## src/rtl/sd_pkg.sv

```systemverilog
// ************************************************
// sd host shared definitions
// widths, sector geometry, register map and enums
// ************************************************

package sd_pkg;

    typedef logic [7:0]   byte_t;      // one sector byte
    typedef logic [3:0]   nibble_t;    // one data-line beat
    typedef logic [127:0] row_t;       // 16 bytes, byte 0 in bits 7:0
    typedef logic [4:0]   row_addr_t;  // 32 rows per sector
    typedef logic [31:0]  sector_t;
    typedef logic [7:0]   wb_addr_t;   // word address
    typedef logic [31:0]  wb_data_t;

    // operation, doubles as the header's operation nibble
    typedef enum logic [3:0] {
        OP_READ  = 4'd1,
        OP_WRITE = 4'd2
    } sd_op_t;

    typedef enum logic [2:0] {
        IDLE,
        HEADER,
        TX_DATA,
        WAIT_START,
        RX_DATA,
        STATUS,
        DONE
    } link_state_t;

    localparam int      SECTOR_BYTES = 512;
    localparam int      ROW_BYTES    = 16;
    localparam nibble_t TOKEN_OK     = 4'h5;  // card accepted the write

    // ************************************************
    // register map, word addresses
    // ************************************************
    localparam wb_addr_t REG_CTRL   = 8'd0;    // bit 0 start, bit 1 write
    localparam wb_addr_t REG_SECTOR = 8'd1;
    localparam wb_addr_t REG_STATUS = 8'd2;    // busy, done, token err, timeout
    localparam wb_addr_t BUF_BASE   = 8'd128;  // buffer window, words 128..255

endpackage
```

## src/rtl/sd_regs.sv

```systemverilog
// ************************************************
// sd host register block
// wishbone classic slave for control, sector, status
// and the sector buffer window
// ************************************************
`timescale 1ns/1ns

module sd_regs (
    input  logic              CLK,
    input  logic              RESET,
    input  logic              wb_cyc,
    input  logic              wb_stb,
    input  logic              wb_we,
    input  sd_pkg::wb_addr_t  wb_adr,
    input  sd_pkg::wb_data_t  wb_dat_w,
    output sd_pkg::wb_data_t  wb_dat_r,
    output logic              wb_ack,
    output sd_pkg::row_addr_t host_row,
    output logic [1:0]        host_lane,
    output sd_pkg::wb_data_t  host_wdata,
    output logic              host_we,
    input  sd_pkg::wb_data_t  host_rdata,
    output logic              start,
    output sd_pkg::sd_op_t    op,
    output sd_pkg::sector_t   sector,
    input  logic              busy,
    input  logic              done,
    input  logic              token_err,
    input  logic              timed_out
);

    logic             req;        // new request, not yet acked
    logic             buf_sel;    // address falls in buffer window
    logic             buf_rd;     // ack cycle returns buffer data
    logic             done_q;
    logic             tok_q;
    logic             tmo_q;
    sd_pkg::wb_data_t reg_rdata;

    assign req        = wb_cyc && wb_stb && !wb_ack;  // ack drops after one cycle
    assign buf_sel    = wb_adr >= sd_pkg::BUF_BASE;
    assign host_row   = wb_adr[6:2];                  // word w -> row w/4
    assign host_lane  = wb_adr[1:0];                  //        -> lane w%4
    assign host_wdata = wb_dat_w;
    assign host_we    = req && wb_we && buf_sel;
    assign wb_dat_r   = buf_rd ? host_rdata : reg_rdata;

    always_ff @(posedge CLK) begin
        if (RESET) begin
            wb_ack <= 1'b0;
            start  <= 1'b0;
            op     <= sd_pkg::OP_READ;
            sector <= '0;
            done_q <= 1'b0;
            tok_q  <= 1'b0;
            tmo_q  <= 1'b0;
        end else begin
            wb_ack <= req;
            start  <= 1'b0;
            // start only taken while idle, clears the old status
            if (req && wb_we && wb_adr == sd_pkg::REG_CTRL && wb_dat_w[0] && !busy) begin
                start  <= 1'b1;
                op     <= wb_dat_w[1] ? sd_pkg::OP_WRITE : sd_pkg::OP_READ;
                done_q <= 1'b0;
                tok_q  <= 1'b0;
                tmo_q  <= 1'b0;
            end
            if (req && wb_we && wb_adr == sd_pkg::REG_SECTOR && !busy)
                sector <= wb_dat_w;                   // held during an operation
            if (done) begin
                done_q <= 1'b1;
                tok_q  <= token_err;
                tmo_q  <= timed_out;
            end
        end
    end

    // read data, valid in the ack cycle
    always_ff @(posedge CLK) begin
        buf_rd <= buf_sel;
        case (wb_adr)
            sd_pkg::REG_CTRL:   reg_rdata <= {30'b0, op == sd_pkg::OP_WRITE, 1'b0};
            sd_pkg::REG_SECTOR: reg_rdata <= sector;
            sd_pkg::REG_STATUS: reg_rdata <= {28'b0, tmo_q, tok_q, done_q, busy};
            default:            reg_rdata <= '0;
        endcase
    end

endmodule

```

## config.mk

```make
export PLATFORM = sky130hd
export DESIGN_NAME = sd_regs
export DESIGN_NICKNAME = d
export VERILOG_FILES = /design/src/rtl/sd_pkg.sv /design/src/rtl/sd_regs.sv
export SDC_FILE = /design/constraint.sdc
export NUM_CORES = 1
export LEC_CHECK = 0
export ABC_AREA = 1
export ABC_CLOCK_PERIOD_IN_PS = 2600
export BUFFER_PORTS_ARGS = -buffer_cell sky130_fd_sc_hd__buf_2
export CAP_MARGIN = 20
export CORE_ASPECT_RATIO = 0.6
export CORE_UTILIZATION = 49
export CTS_BUF_LIST = sky130_fd_sc_hd__clkbuf_2 sky130_fd_sc_hd__clkbuf_4 sky130_fd_sc_hd__clkbuf_8
export CTS_CLUSTER_SIZE = 30
export DETAILED_ROUTE_END_ITERATION = 12
export HOLD_SLACK_MARGIN = 0.08
export PLACE_DENSITY = 0.95
export SLEW_MARGIN = 20
export SYNTH_ARGS = -nofsm -noshare
export SYNTH_HDL_FRONTEND = slang
export SYNTH_SLANG_ARGS = --single-unit
```

## constraint.sdc

```tcl
create_clock -name CLK -period 2.6 [get_ports CLK]
set_input_delay 0.13 -clock CLK [delete_from_list [all_inputs] [get_ports CLK]]
set_output_delay 0.13 -clock CLK [all_outputs]
set_load 0.05 [all_outputs]
```

==> impl_results.md <==
- CP arrival: 2.18 ns
- Initial antenna violation count: 0
- Pwr dens: 556.3 nW/um^2
- Fillers: 509
- Max incr delay on CP: 0.56 ns
- Core Area: 6276 sq um
- Setup Viol. Count Final: 0
- Library cells used by synthesis: 26
- Reg-to-reg critical path endpoint: tmo_q
- Most frequent cells in the layout: 188 x buf_2, 85 x nor2_1, 75 x nand2_1
- Max Fclk: 0.5092 GHz
- Crit Path Max Fanout: 6
- Max Cap Violations: 0
- Startpoint types: input port
- H-tree depth: 3
- Share of layout cells above drive strength 1: 43.63%
- Most common cell after layout, fill and taps aside: buf_2
- Max stage delay cell, worst path: dlygate4sd3_1
- Min-delay worst type: input port to register
- Number of global-route vias before repair: 3,010
- Cell count after placement: 621
- Post-Route Hold Slack: 0.09909 ns
- FF-to-FF Start: wb_ack
- Nets: 665
- Slew HR: 32.07%
- VDD IR-drop max: 0.3195 mV
- Reg2Reg Depth: 7
- P&R area growth vs syn: 36.07%
- Clock buffer count from CTS: 9
- R2r setup slk: 0.74 ns
- DP HPWL: 6198 um
- Worst-skew pair later-pin latency: 0.33 ns
- Vias after detailed routing: 3,090
- Layout Cells excl Fill: 673
- Synth warnings: 0
- DRT antenna net count: 0
- Die Y: 65.32 um
- Iteration-0 DRC Markers: 157
- Pre-antenna DRT Iters: 6
- Area of the multi-input gates: 1222 sq um
- Overflow after GRT: 0
- Fin Setup TNS: 0 ns
- First-pass GRT wire length: 13,710 um
- Clk root buf: clkbuf_8
- CTS clk-pin slew, worst paths: 0.07 ns
- Cells after Synth: 404
- Chip Width: 107.5 um
- Register area: 1441 sq um
- Post-synthesis sequential area ratio: 44.02%
- IO buf count: 188
- Starting Density: 52.17%
- Core Rows: 22
- Drc violations: 0
- GPL Wtd Cong: 0.8044
- Synthesized flop and latch total: 72
- Final Hold Viols: 0
- Static leakage: 2.425 nW
- Clk sinks: 72
- Critical Path RT: 2.82 ns
- Mean post-synth cell area: 8.105 sq um
- Worst Hold Depth: 3
- Largest registers: reg_rdata x32, sector x32, op x2
- RSZ-0062 raised after global routing: no
- Total wire length: 8741 um
- Crit-path cells: dlygate4sd3_1, buf_2, nor2_2, nand2_2, nor2_1, nand3_1, nand3_1, a21oi_1, dlygate4sd3_1
- Worst hold start: wb_dat_w[1]
- DIE AREA: 7024 sq um
- Netlist Area Pre-Place: 3274 sq um
- DR WL/cell: 12.99 um
- Worst Setup Path Type: input port to register
- Clk_skew: 0.008018 ns
- Status: complete, no violations
- # Post-CTS Setup Buffers: 0
- Total global-route track usage: 25.77%
- Top Ports: 191
- Largest net degree at the start of global routing: 33
- Vias per std cell: 4.591
- Period minus WS final: 1.964 ns
- TritonCTS clock tree: yes
- Least-Margin Pin Slew: 1.018 ns
- Final Cycle Share: 75.53%
- Final Max Slew Viols: 0
- Antenna diodes: 0
- CP Capture Type: register
- Hold path endpoint: sector[1]
- Core Util, Final: 70.99%
- CTS Buffer Depth: 2
[cells in the mapped netlist (all sizes together)]
| cell type | instances | share of area [%] |
|---|---|---|
| inv | 42 | 4.8 |
| nand3 | 10 | 2.2 |
| nor3 | 1 | 0.15 |
| nor2 | 100 | 13 |
| nand4 | 2 | 0.38 |
| buf | 52 | 12 |
| clkbuf | 7 | 1.7 |
| mux2 | 32 | 11 |
| conb | 1 | 0.11 |
| o21ai | 2 | 0.31 |
| nor3b | 1 | 0.23 |
| a21oi | 5 | 0.76 |
| o22ai | 1 | 0.19 |
| dfxtp | 72 | 44 |
| nand2 | 76 | 8.8 |
[worst max path at each step]
stage,from,end,slack (ns),cells past startpoint
2_1_floorplan,wb_ack,host_we,0.63,3
3_3_place_gp,wb_ack,sector[25],0.95,7
3_5_place_dp,wb_ack,sector[21],0.88,7
4_1_cts,wb_adr[7],tmo_q,0.69,9
5_1_grt,wb_adr[7],tmo_q,0.53,9
6_report,wb_adr[7],tmo_q,0.64,9
[critical path: cells and delay by family]
kind | cells | cell delay [ns]
AOI/OAI and AO/OA | 1 | 0.07
buffers and inverters | 3 | 1.25
and+or+nand+nor | 5 | 0.74
[power breakdown]
group | total (W) | switching, W | internal (W)
sequential | 0.00111 | 0.00000268 | 0.00111
combinational | 0.000469 | 0.000318 | 0.000151
clock | 0.000900 | 0.000405 | 0.000495
[cell type report]
cell class | count | area share (%)
repair buffers | 227 | 29.71
clock buffers | 12 | 3.426
well taps | 84 | 2.359
inverters | 42 | 3.538
flip-flops and latches | 72 | 32.35
multi-input cells | 232 | 27.44
clock inverters | 4 | 1.179
[cells by family (layout without fill, tap and decap cells)]
kind of cell	Yosys count	after routing	synth area share, %
simple gates	190	190	24.84
buf+inv	101	285	18.76
flops	72	72	44.02
mux	32	32	11.00
compound gates	8	8	1.261
other cells	1	2	0.1145
[per-stage QoR]
step / setup WS [ns] / power (W) / area [sq um]
2_1_floorplan: 0.6253 / 0.001474 / 3278
3_3_place_gp: 0.9537 / 0.001555 / 3890
3_5_place_dp: 0.8831 / 0.001561 / 3890
4_1_cts: 0.6913 / 0.002500 / 4456
5_1_grt: 0.5260 / 0.002582 / 4456
6_report: 0.6363 / 0.002478 / 4456
[routing by layer]
layer	up-vias	global-route usage (%)	wire length, um
met3	15	7.242	775
met4	0	11.99	173
met1	1386	27.70	3340
met2	152	47.28	4452
met5	-	0	0
li1	1537	-	-
[what timing repair did]
action / CTS / global route
gates resized for setup: 0 / 0
endpoints found under the hold margin: 39 / 0
hold buffers: 36 / 0
(Power assumes the default switching activity.)
