**src/rtl/sd_pkg.sv**
```systemverilog
// ************************************************
// sd host shared definitions
// widths, sector geometry, register map and enums
// ************************************************

package sd_pkg;

    typedef logic [7:0]   byte_t;      // one sector byte
    typedef logic [3:0]   nibble_t;    // one data-line beat
    typedef logic [127:0] row_t;       // 16 bytes, byte 0 in bits 7:0
    typedef logic [4:0]   row_addr_t;  // 32 rows per sector
    typedef logic [31:0]  sector_t;
    typedef logic [7:0]   wb_addr_t;   // word address
    typedef logic [31:0]  wb_data_t;

    // operation, doubles as the header's operation nibble
    typedef enum logic [3:0] {
        OP_READ  = 4'd1,
        OP_WRITE = 4'd2
    } sd_op_t;

    typedef enum logic [2:0] {
        IDLE,
        HEADER,
        TX_DATA,
        WAIT_START,
        RX_DATA,
        STATUS,
        DONE
    } link_state_t;

    localparam int      SECTOR_BYTES = 512;
    localparam int      ROW_BYTES    = 16;
    localparam nibble_t TOKEN_OK     = 4'h5;  // card accepted the write

    // ************************************************
    // register map, word addresses
    // ************************************************
    localparam wb_addr_t REG_CTRL   = 8'd0;    // bit 0 start, bit 1 write
    localparam wb_addr_t REG_SECTOR = 8'd1;
    localparam wb_addr_t REG_STATUS = 8'd2;    // busy, done, token err, timeout
    localparam wb_addr_t BUF_BASE   = 8'd128;  // buffer window, words 128..255

endpackage
```
**src/rtl/sd_stream.sv**
```systemverilog
// ************************************************
// sd sector transfer engine
// moves a sector between buffer rows and link bytes
// through a 16-byte row cache
// ************************************************
`timescale 1ns/1ns

module sd_stream (
    input  logic              CLK,
    input  logic              RESET,
    input  logic              start,
    input  sd_pkg::sd_op_t    op,
    input  sd_pkg::sector_t   sector,
    output logic              busy,
    output logic              done,
    output logic              token_err,
    output logic              timed_out,
    output sd_pkg::row_addr_t eng_row,
    output sd_pkg::row_t      eng_wdata,
    output logic              eng_we,
    input  sd_pkg::row_t      eng_rdata,
    output logic              link_start,
    input  logic              link_busy,
    input  logic              link_done,
    input  logic              link_token_err,
    input  logic              link_timed_out,
    input  logic              rx_valid,
    input  sd_pkg::byte_t     rx_byte,
    input  logic              tx_req,
    output sd_pkg::byte_t     tx_byte
);

    localparam int PTR_W = $clog2(sd_pkg::ROW_BYTES);

    logic              active;
    logic              fetch;     // row address just set up
    logic              fetch_q;   // row data arrives from buffer
    logic [PTR_W-1:0]  ptr;       // byte pointer into cache
    sd_pkg::row_addr_t row;
    sd_pkg::row_t      cache;

    assign busy      = active | link_busy;
    assign eng_row   = row;
    assign eng_wdata = cache;

    always_ff @(posedge CLK) begin
        if (RESET) begin
            active     <= 1'b0;
            done       <= 1'b0;
            token_err  <= 1'b0;
            timed_out  <= 1'b0;
            link_start <= 1'b0;
            eng_we     <= 1'b0;
            fetch      <= 1'b0;
            fetch_q    <= 1'b0;
            ptr        <= '0;
            row        <= '0;
        end else begin
            link_start <= start;
            done       <= 1'b0;
            eng_we     <= 1'b0;
            fetch      <= 1'b0;
            fetch_q    <= fetch;
            if (start) begin
                active    <= 1'b1;
                row       <= '0;
                ptr       <= '0;
                fetch     <= (op == sd_pkg::OP_WRITE);  // preload row 0
                token_err <= 1'b0;
                timed_out <= 1'b0;
            end
            // read: flush a full cache row to the buffer
            if (eng_we)
                row <= row + 1'b1;
            if (rx_valid) begin
                ptr <= ptr + 1'b1;
                if (&ptr)
                    eng_we <= 1'b1;                     // 16th byte landed
            end
            // write: refill once the last cache byte is out
            if (tx_req) begin
                ptr <= ptr + 1'b1;
                if (&ptr) begin
                    row   <= row + 1'b1;
                    fetch <= 1'b1;
                end
            end
            if (link_done) begin
                active    <= 1'b0;
                done      <= 1'b1;
                token_err <= link_token_err;
                timed_out <= link_timed_out;
            end
        end
    end

    // cache and byte handoff
    always_ff @(posedge CLK) begin
        if (rx_valid)
            cache[ptr*8 +: 8] <= rx_byte;
        if (fetch_q)
            cache <= eng_rdata;
        if (tx_req)
            tx_byte <= cache[ptr*8 +: 8];             // ready well before next fall
    end

endmodule

```
**config.mk**
```make
export PLATFORM = sky130hd
export DESIGN_NAME = sd_stream
export DESIGN_NICKNAME = d
export VERILOG_FILES = /design/src/rtl/sd_pkg.sv /design/src/rtl/sd_stream.sv
export SDC_FILE = /design/constraint.sdc
export NUM_CORES = 1
export LEC_CHECK = 0
export BUFFER_PORTS_ARGS = -buffer_cell sky130_fd_sc_hd__buf_2
export CAP_MARGIN = 20
export CORE_MARGIN = 1.5
export CORE_UTILIZATION = 40
export DETAILED_ROUTE_END_ITERATION = 8
export PLACE_DENSITY_LB_ADDON = 0.08
export SYNTH_ARGS = -nofsm -noshare
export SYNTH_HDL_FRONTEND = slang
export SYNTH_SLANG_ARGS = --single-unit
```
**constraint.sdc**
```tcl
create_clock -name CLK -period 5.82 [get_ports CLK]
set_clock_uncertainty 0.1 [all_clocks]
set_input_delay 0 -clock CLK [delete_from_list [all_inputs] [get_ports CLK]]
set_output_delay 0 -clock CLK [all_outputs]
set_load 0.05 [all_outputs]
```
==> flow_results.org <==
** Status
- Result of the run :: complete, no violations

** Finish
- Counting the fill cells in the layout gives ~1.5k.
- 0 antenna diodes ended up in the layout.
- Excluding fillers, the count of instances in the completed layout stands at ~1.3k.
- Final core utilization :: 0.6017
- Net count, final :: 1190
- Of the cells placed in the final design, the portion with a size suffix greater than 1 is 0.3510.
- P&R area growth vs syn :: 47.89%
- After routing the design area is roughly 11000 sq um.

** Clocking
- CTS-repair resized insts :: 0
- Total CTS buffers :: 17
- Clock-pin slew was measured on the worst setup and hold paths at around 60 ps.
- CTS built an H-tree with a depth of 4.
- The later pin in the worst-skew pair is clocked with a latency of ~420 ps.
- Number of sinks driven by the clock tree :: between 150 and 200
- CTS tree :: built
- Buffer depth of the longest clock path :: 2
- The tree is rooted in a clkbuf_16.

** Detailed routing
- Total via count after detailed routing :: between 7k and 8k
- # DRC :: 0
- Routed wl met3 :: about 3.0 mm
- The first routing iteration left 651 violations.
- First-pass DRT Iterations :: 5
- Vias per cell :: between 5 and 6
- Wirelength per Cell :: about 25 um
- Uppermost layer routed :: met4
- After detailed routing, the met2 layer carries approximately 15 mm of wire.
- The routed design has about 32 mm of wire.
- For this block, wires on met1 add up to between 10 and 15 mm.
- Post-detailed-route count of antenna-violating nets :: 0

** STA
- Setup repair after global routing left no endpoint under its margin.
- Shortest clock period the worst path allows after layout :: just under 4000 ps
- For the pin with the worst max-slew slack, the measured transition is ~1100 ps.
- The number of hold violations in the final report was 0.
- Worst rel slew slack :: 0.2494
- Final hold analysis gives a worst-case slack of 44.50 ps.
- Dividing the final minimum period by the clock period gives 0.6608.
- Number of max-slew violations in the final report :: 0
- After layout, the worst setup slack is between 1500 and 2000 ps.
- Setup Viol. Count Final :: 0
- Max frequency :: between 200 and 300 MHz
- After routing, the total negative slack on setup checks comes to 0 ps.

** Power
- Of the total power, registers draw 0.445.
- The share of total power dissipated in combinational logic is 0.152.
- VDD sags by at most approximately 0.23 mV.
- The share of total power dissipated in the clock network is 0.403.
- Switching Power :: around 0.69 mW
- Sw Ratio :: 0.2539
- Power spread over the standard cell area amounts to 242.9 nW/um^2.
- The design draws about 2.7 mW.
- Leakage dissipation :: between 4 and 5 nW
- Internal :: ~2 mW

** Place
- In this run the tool buffered the top-level ports with between 200 and 300 buffer cells.
- Area post-placement :: ~9200 sq um
- Last weighted congestion value of the routability-driven placer :: about 0.93
- Detailed placer's ending HPWL :: between 20 and 25 mm
- At the placement stage, the worst setup path has a slack of 2229 ps.
- Once placement completed, the tool counted placed cells totaling approximately 1.1k.

** Synthesis
- Syn_nets :: 776
- Synthesis-stage register bit count :: roughly 150
- Synthesis produced a netlist whose cell count is 591.
- Leading cell types by count after synthesis :: edfxtp_1, a22o_1, nand2_1, o21ai_0, clkbuf_1
- By area the synthesized netlist is led by edfxtp_1, a22o_1, mux4_2.
- The Yosys step of the flow raised 0 warnings.
- Most frequently used flop master after synthesis :: edfxtp_1
- Sequential share of the synthesized area :: 0.5813
- Share of the synthesized area in the top cell type :: 0.5366
- Ys async rst share :: 0
- Among all cell types in the netlist, the one instantiated most often is edfxtp_1.
- Counting flops with a built-in enable in the synthesized netlist gives about 140.
- The mapped netlist covers approximately 7600 sq um.
- Post-synthesis cell type with the largest combined area :: edfxtp_1
- Count of distinct cell types in the synthesized netlist :: 50
- Averaged over all synthesized cells, the footprint is 12.88 sq um.

** Floorplanning
- Starting utilization of the core area :: 0.4069
- In this run the horizontal extent of the chip is between 100 and 150 um.
- Number of top-level design ports :: approximately 330
- The core region is around 19000 sq um.
- The die covers slightly below 20000 sq um.
- Vert. Die Dim :: around 140 um
- The initialized floorplan defines 50 standard-cell rows.

** Job
- Max-cap violations in this run came to 0.

** Critical path
- Crit-path max cell delay :: between 700 and 800 ps
- The worst register-to-register path ends at eng_wdata[7].
- The slowest stage of the critical path is the dfxtp_1 cell.
- Together, buffers and inverters on the worst path number 2.
- The number of cells on the worst reg-to-reg path is 7.
- The worst setup path is launched from a flop.
- Worst R2R Setup Slack :: slightly below 2000 ps
- Data on the critical path arrives at its endpoint at approximately 4000 ps.
- Setup crit end kind :: flop
- Largest fanout on the critical path :: 17
- The worst register-to-register path begins at ptr[3].
- For the worst setup path, the data required time is around 6000 ps.
- The worst setup path is of the reg -> reg kind.
- Walking the worst path, the cells encountered are clkinv_1 > ha_1 > nor3b_1 > nand3_1 > nor3_2 > a22o_1 > dlygate4sd3_1.
- Cell type group with the largest total delay on the critical path :: simple AND/OR/NAND/NOR gates

** Min path
- In this run the most critical hold path is launched from rx_byte[7].
- Hold path cells :: 2
- The min-delay analysis places its worst path in the category in -> reg.
- The worst hold path terminates at eng_wdata[55].

** Global routing
- The number of antenna violations at the first check in global routing came to 0.
- The number of global-route vias before repair was 7353.
- In the global route stage, overall resource usage came out at 0.3123.
- For this run the aggregate overflow at the end of global routing stands at 0.
- Wire length of the first global-routing pass :: 44.84 mm
- Entering global routing, the biggest net connects approximately 100 pins.
cells in the final DEF, fill, tap and decap left out, types with 15 or more instances in the layout:
cell	instances
a221oi_1	16
a32o_1	33
nor2_1	18
mux4_2	16
dlygate4sd3_1	148
buf_2	295
dfxtp_1	15
nand2_1	56
mux2i_1	32
edfxtp_1	136
o21ai_0	42
a22o_1	63
clkbuf_16	17
power by group through the flow:
stage / Sequential [mW] / Clock [mW] / Combinational, mW
CTS: 1.22 / 1.10 / 0.407
finish: 1.22 / 1.10 / 0.416
detailed placement: 1.24 / 0 / 0.331
global placement: 1.24 / 0 / 0.329
floorplan: 1.28 / 0 / 0.148
global route: 1.22 / 1.14 / 0.433
layout make-up:
cell class,count,area (sq um),area share
well taps,234,292.8,0.02601
multi-input cells,382,2962,0.2631
clock buffers,20,436.7,0.03880
inverters,4,15.01,0.001334
repair buffers,447,2988,0.2655
flip-flops and latches,153,4432,0.3937
clock inverters,11,130.1,0.01156
how the worst max path moves through the flow:
stage	from	to	slack, ps	cells past startpoint
3_3_place_gp	ptr[3]	eng_wdata[123]	2330	5
6_report	ptr[3]	eng_wdata[7]	1970	7
4_1_cts	ptr[3]	eng_wdata[7]	2100	7
2_1_floorplan	ptr[1]	eng_wdata[64]	3120	7
3_5_place_dp	ptr[3]	eng_wdata[125]	2230	5
5_1_grt	ptr[3]	eng_wdata[7]	1910	7
cells by family after synthesis:
kind of cell | after synthesis | synth area share
flops | 153 | 0.5813
fa+ha+maj | 4 | 0.006576
xor+xnor | 1 | 0.001151
mux | 48 | 0.08943
compound gates | 201 | 0.2076
simple gates | 128 | 0.08384
buf+inv | 56 | 0.03008
sequential cells by signal (all words and copies together), names as in the netlist:
signal	flops
active	1
timed_out	1
fetch	1
token_err	1
tx_byte	8
eng_row	5
done	1
eng_wdata	128
fetch_q	1
eng_we	1
ptr	4
link_start	1
layer usage:
layer	up-vias	GRT usage
met3	62	0.07711
met2	513	0.5017
met4	0	0.1414
met5	-	0
met1	3655	0.4007
li1	3216	-
what timing repair did:
item / CTS / global route
buffers inserted: 0 / 0
hold endpoints to repair: 153 / 0
setup endpoints to repair: 0 / 0
hold buffers: 148 / 0
No activity file was read; power rests on OpenSTA's default activity.
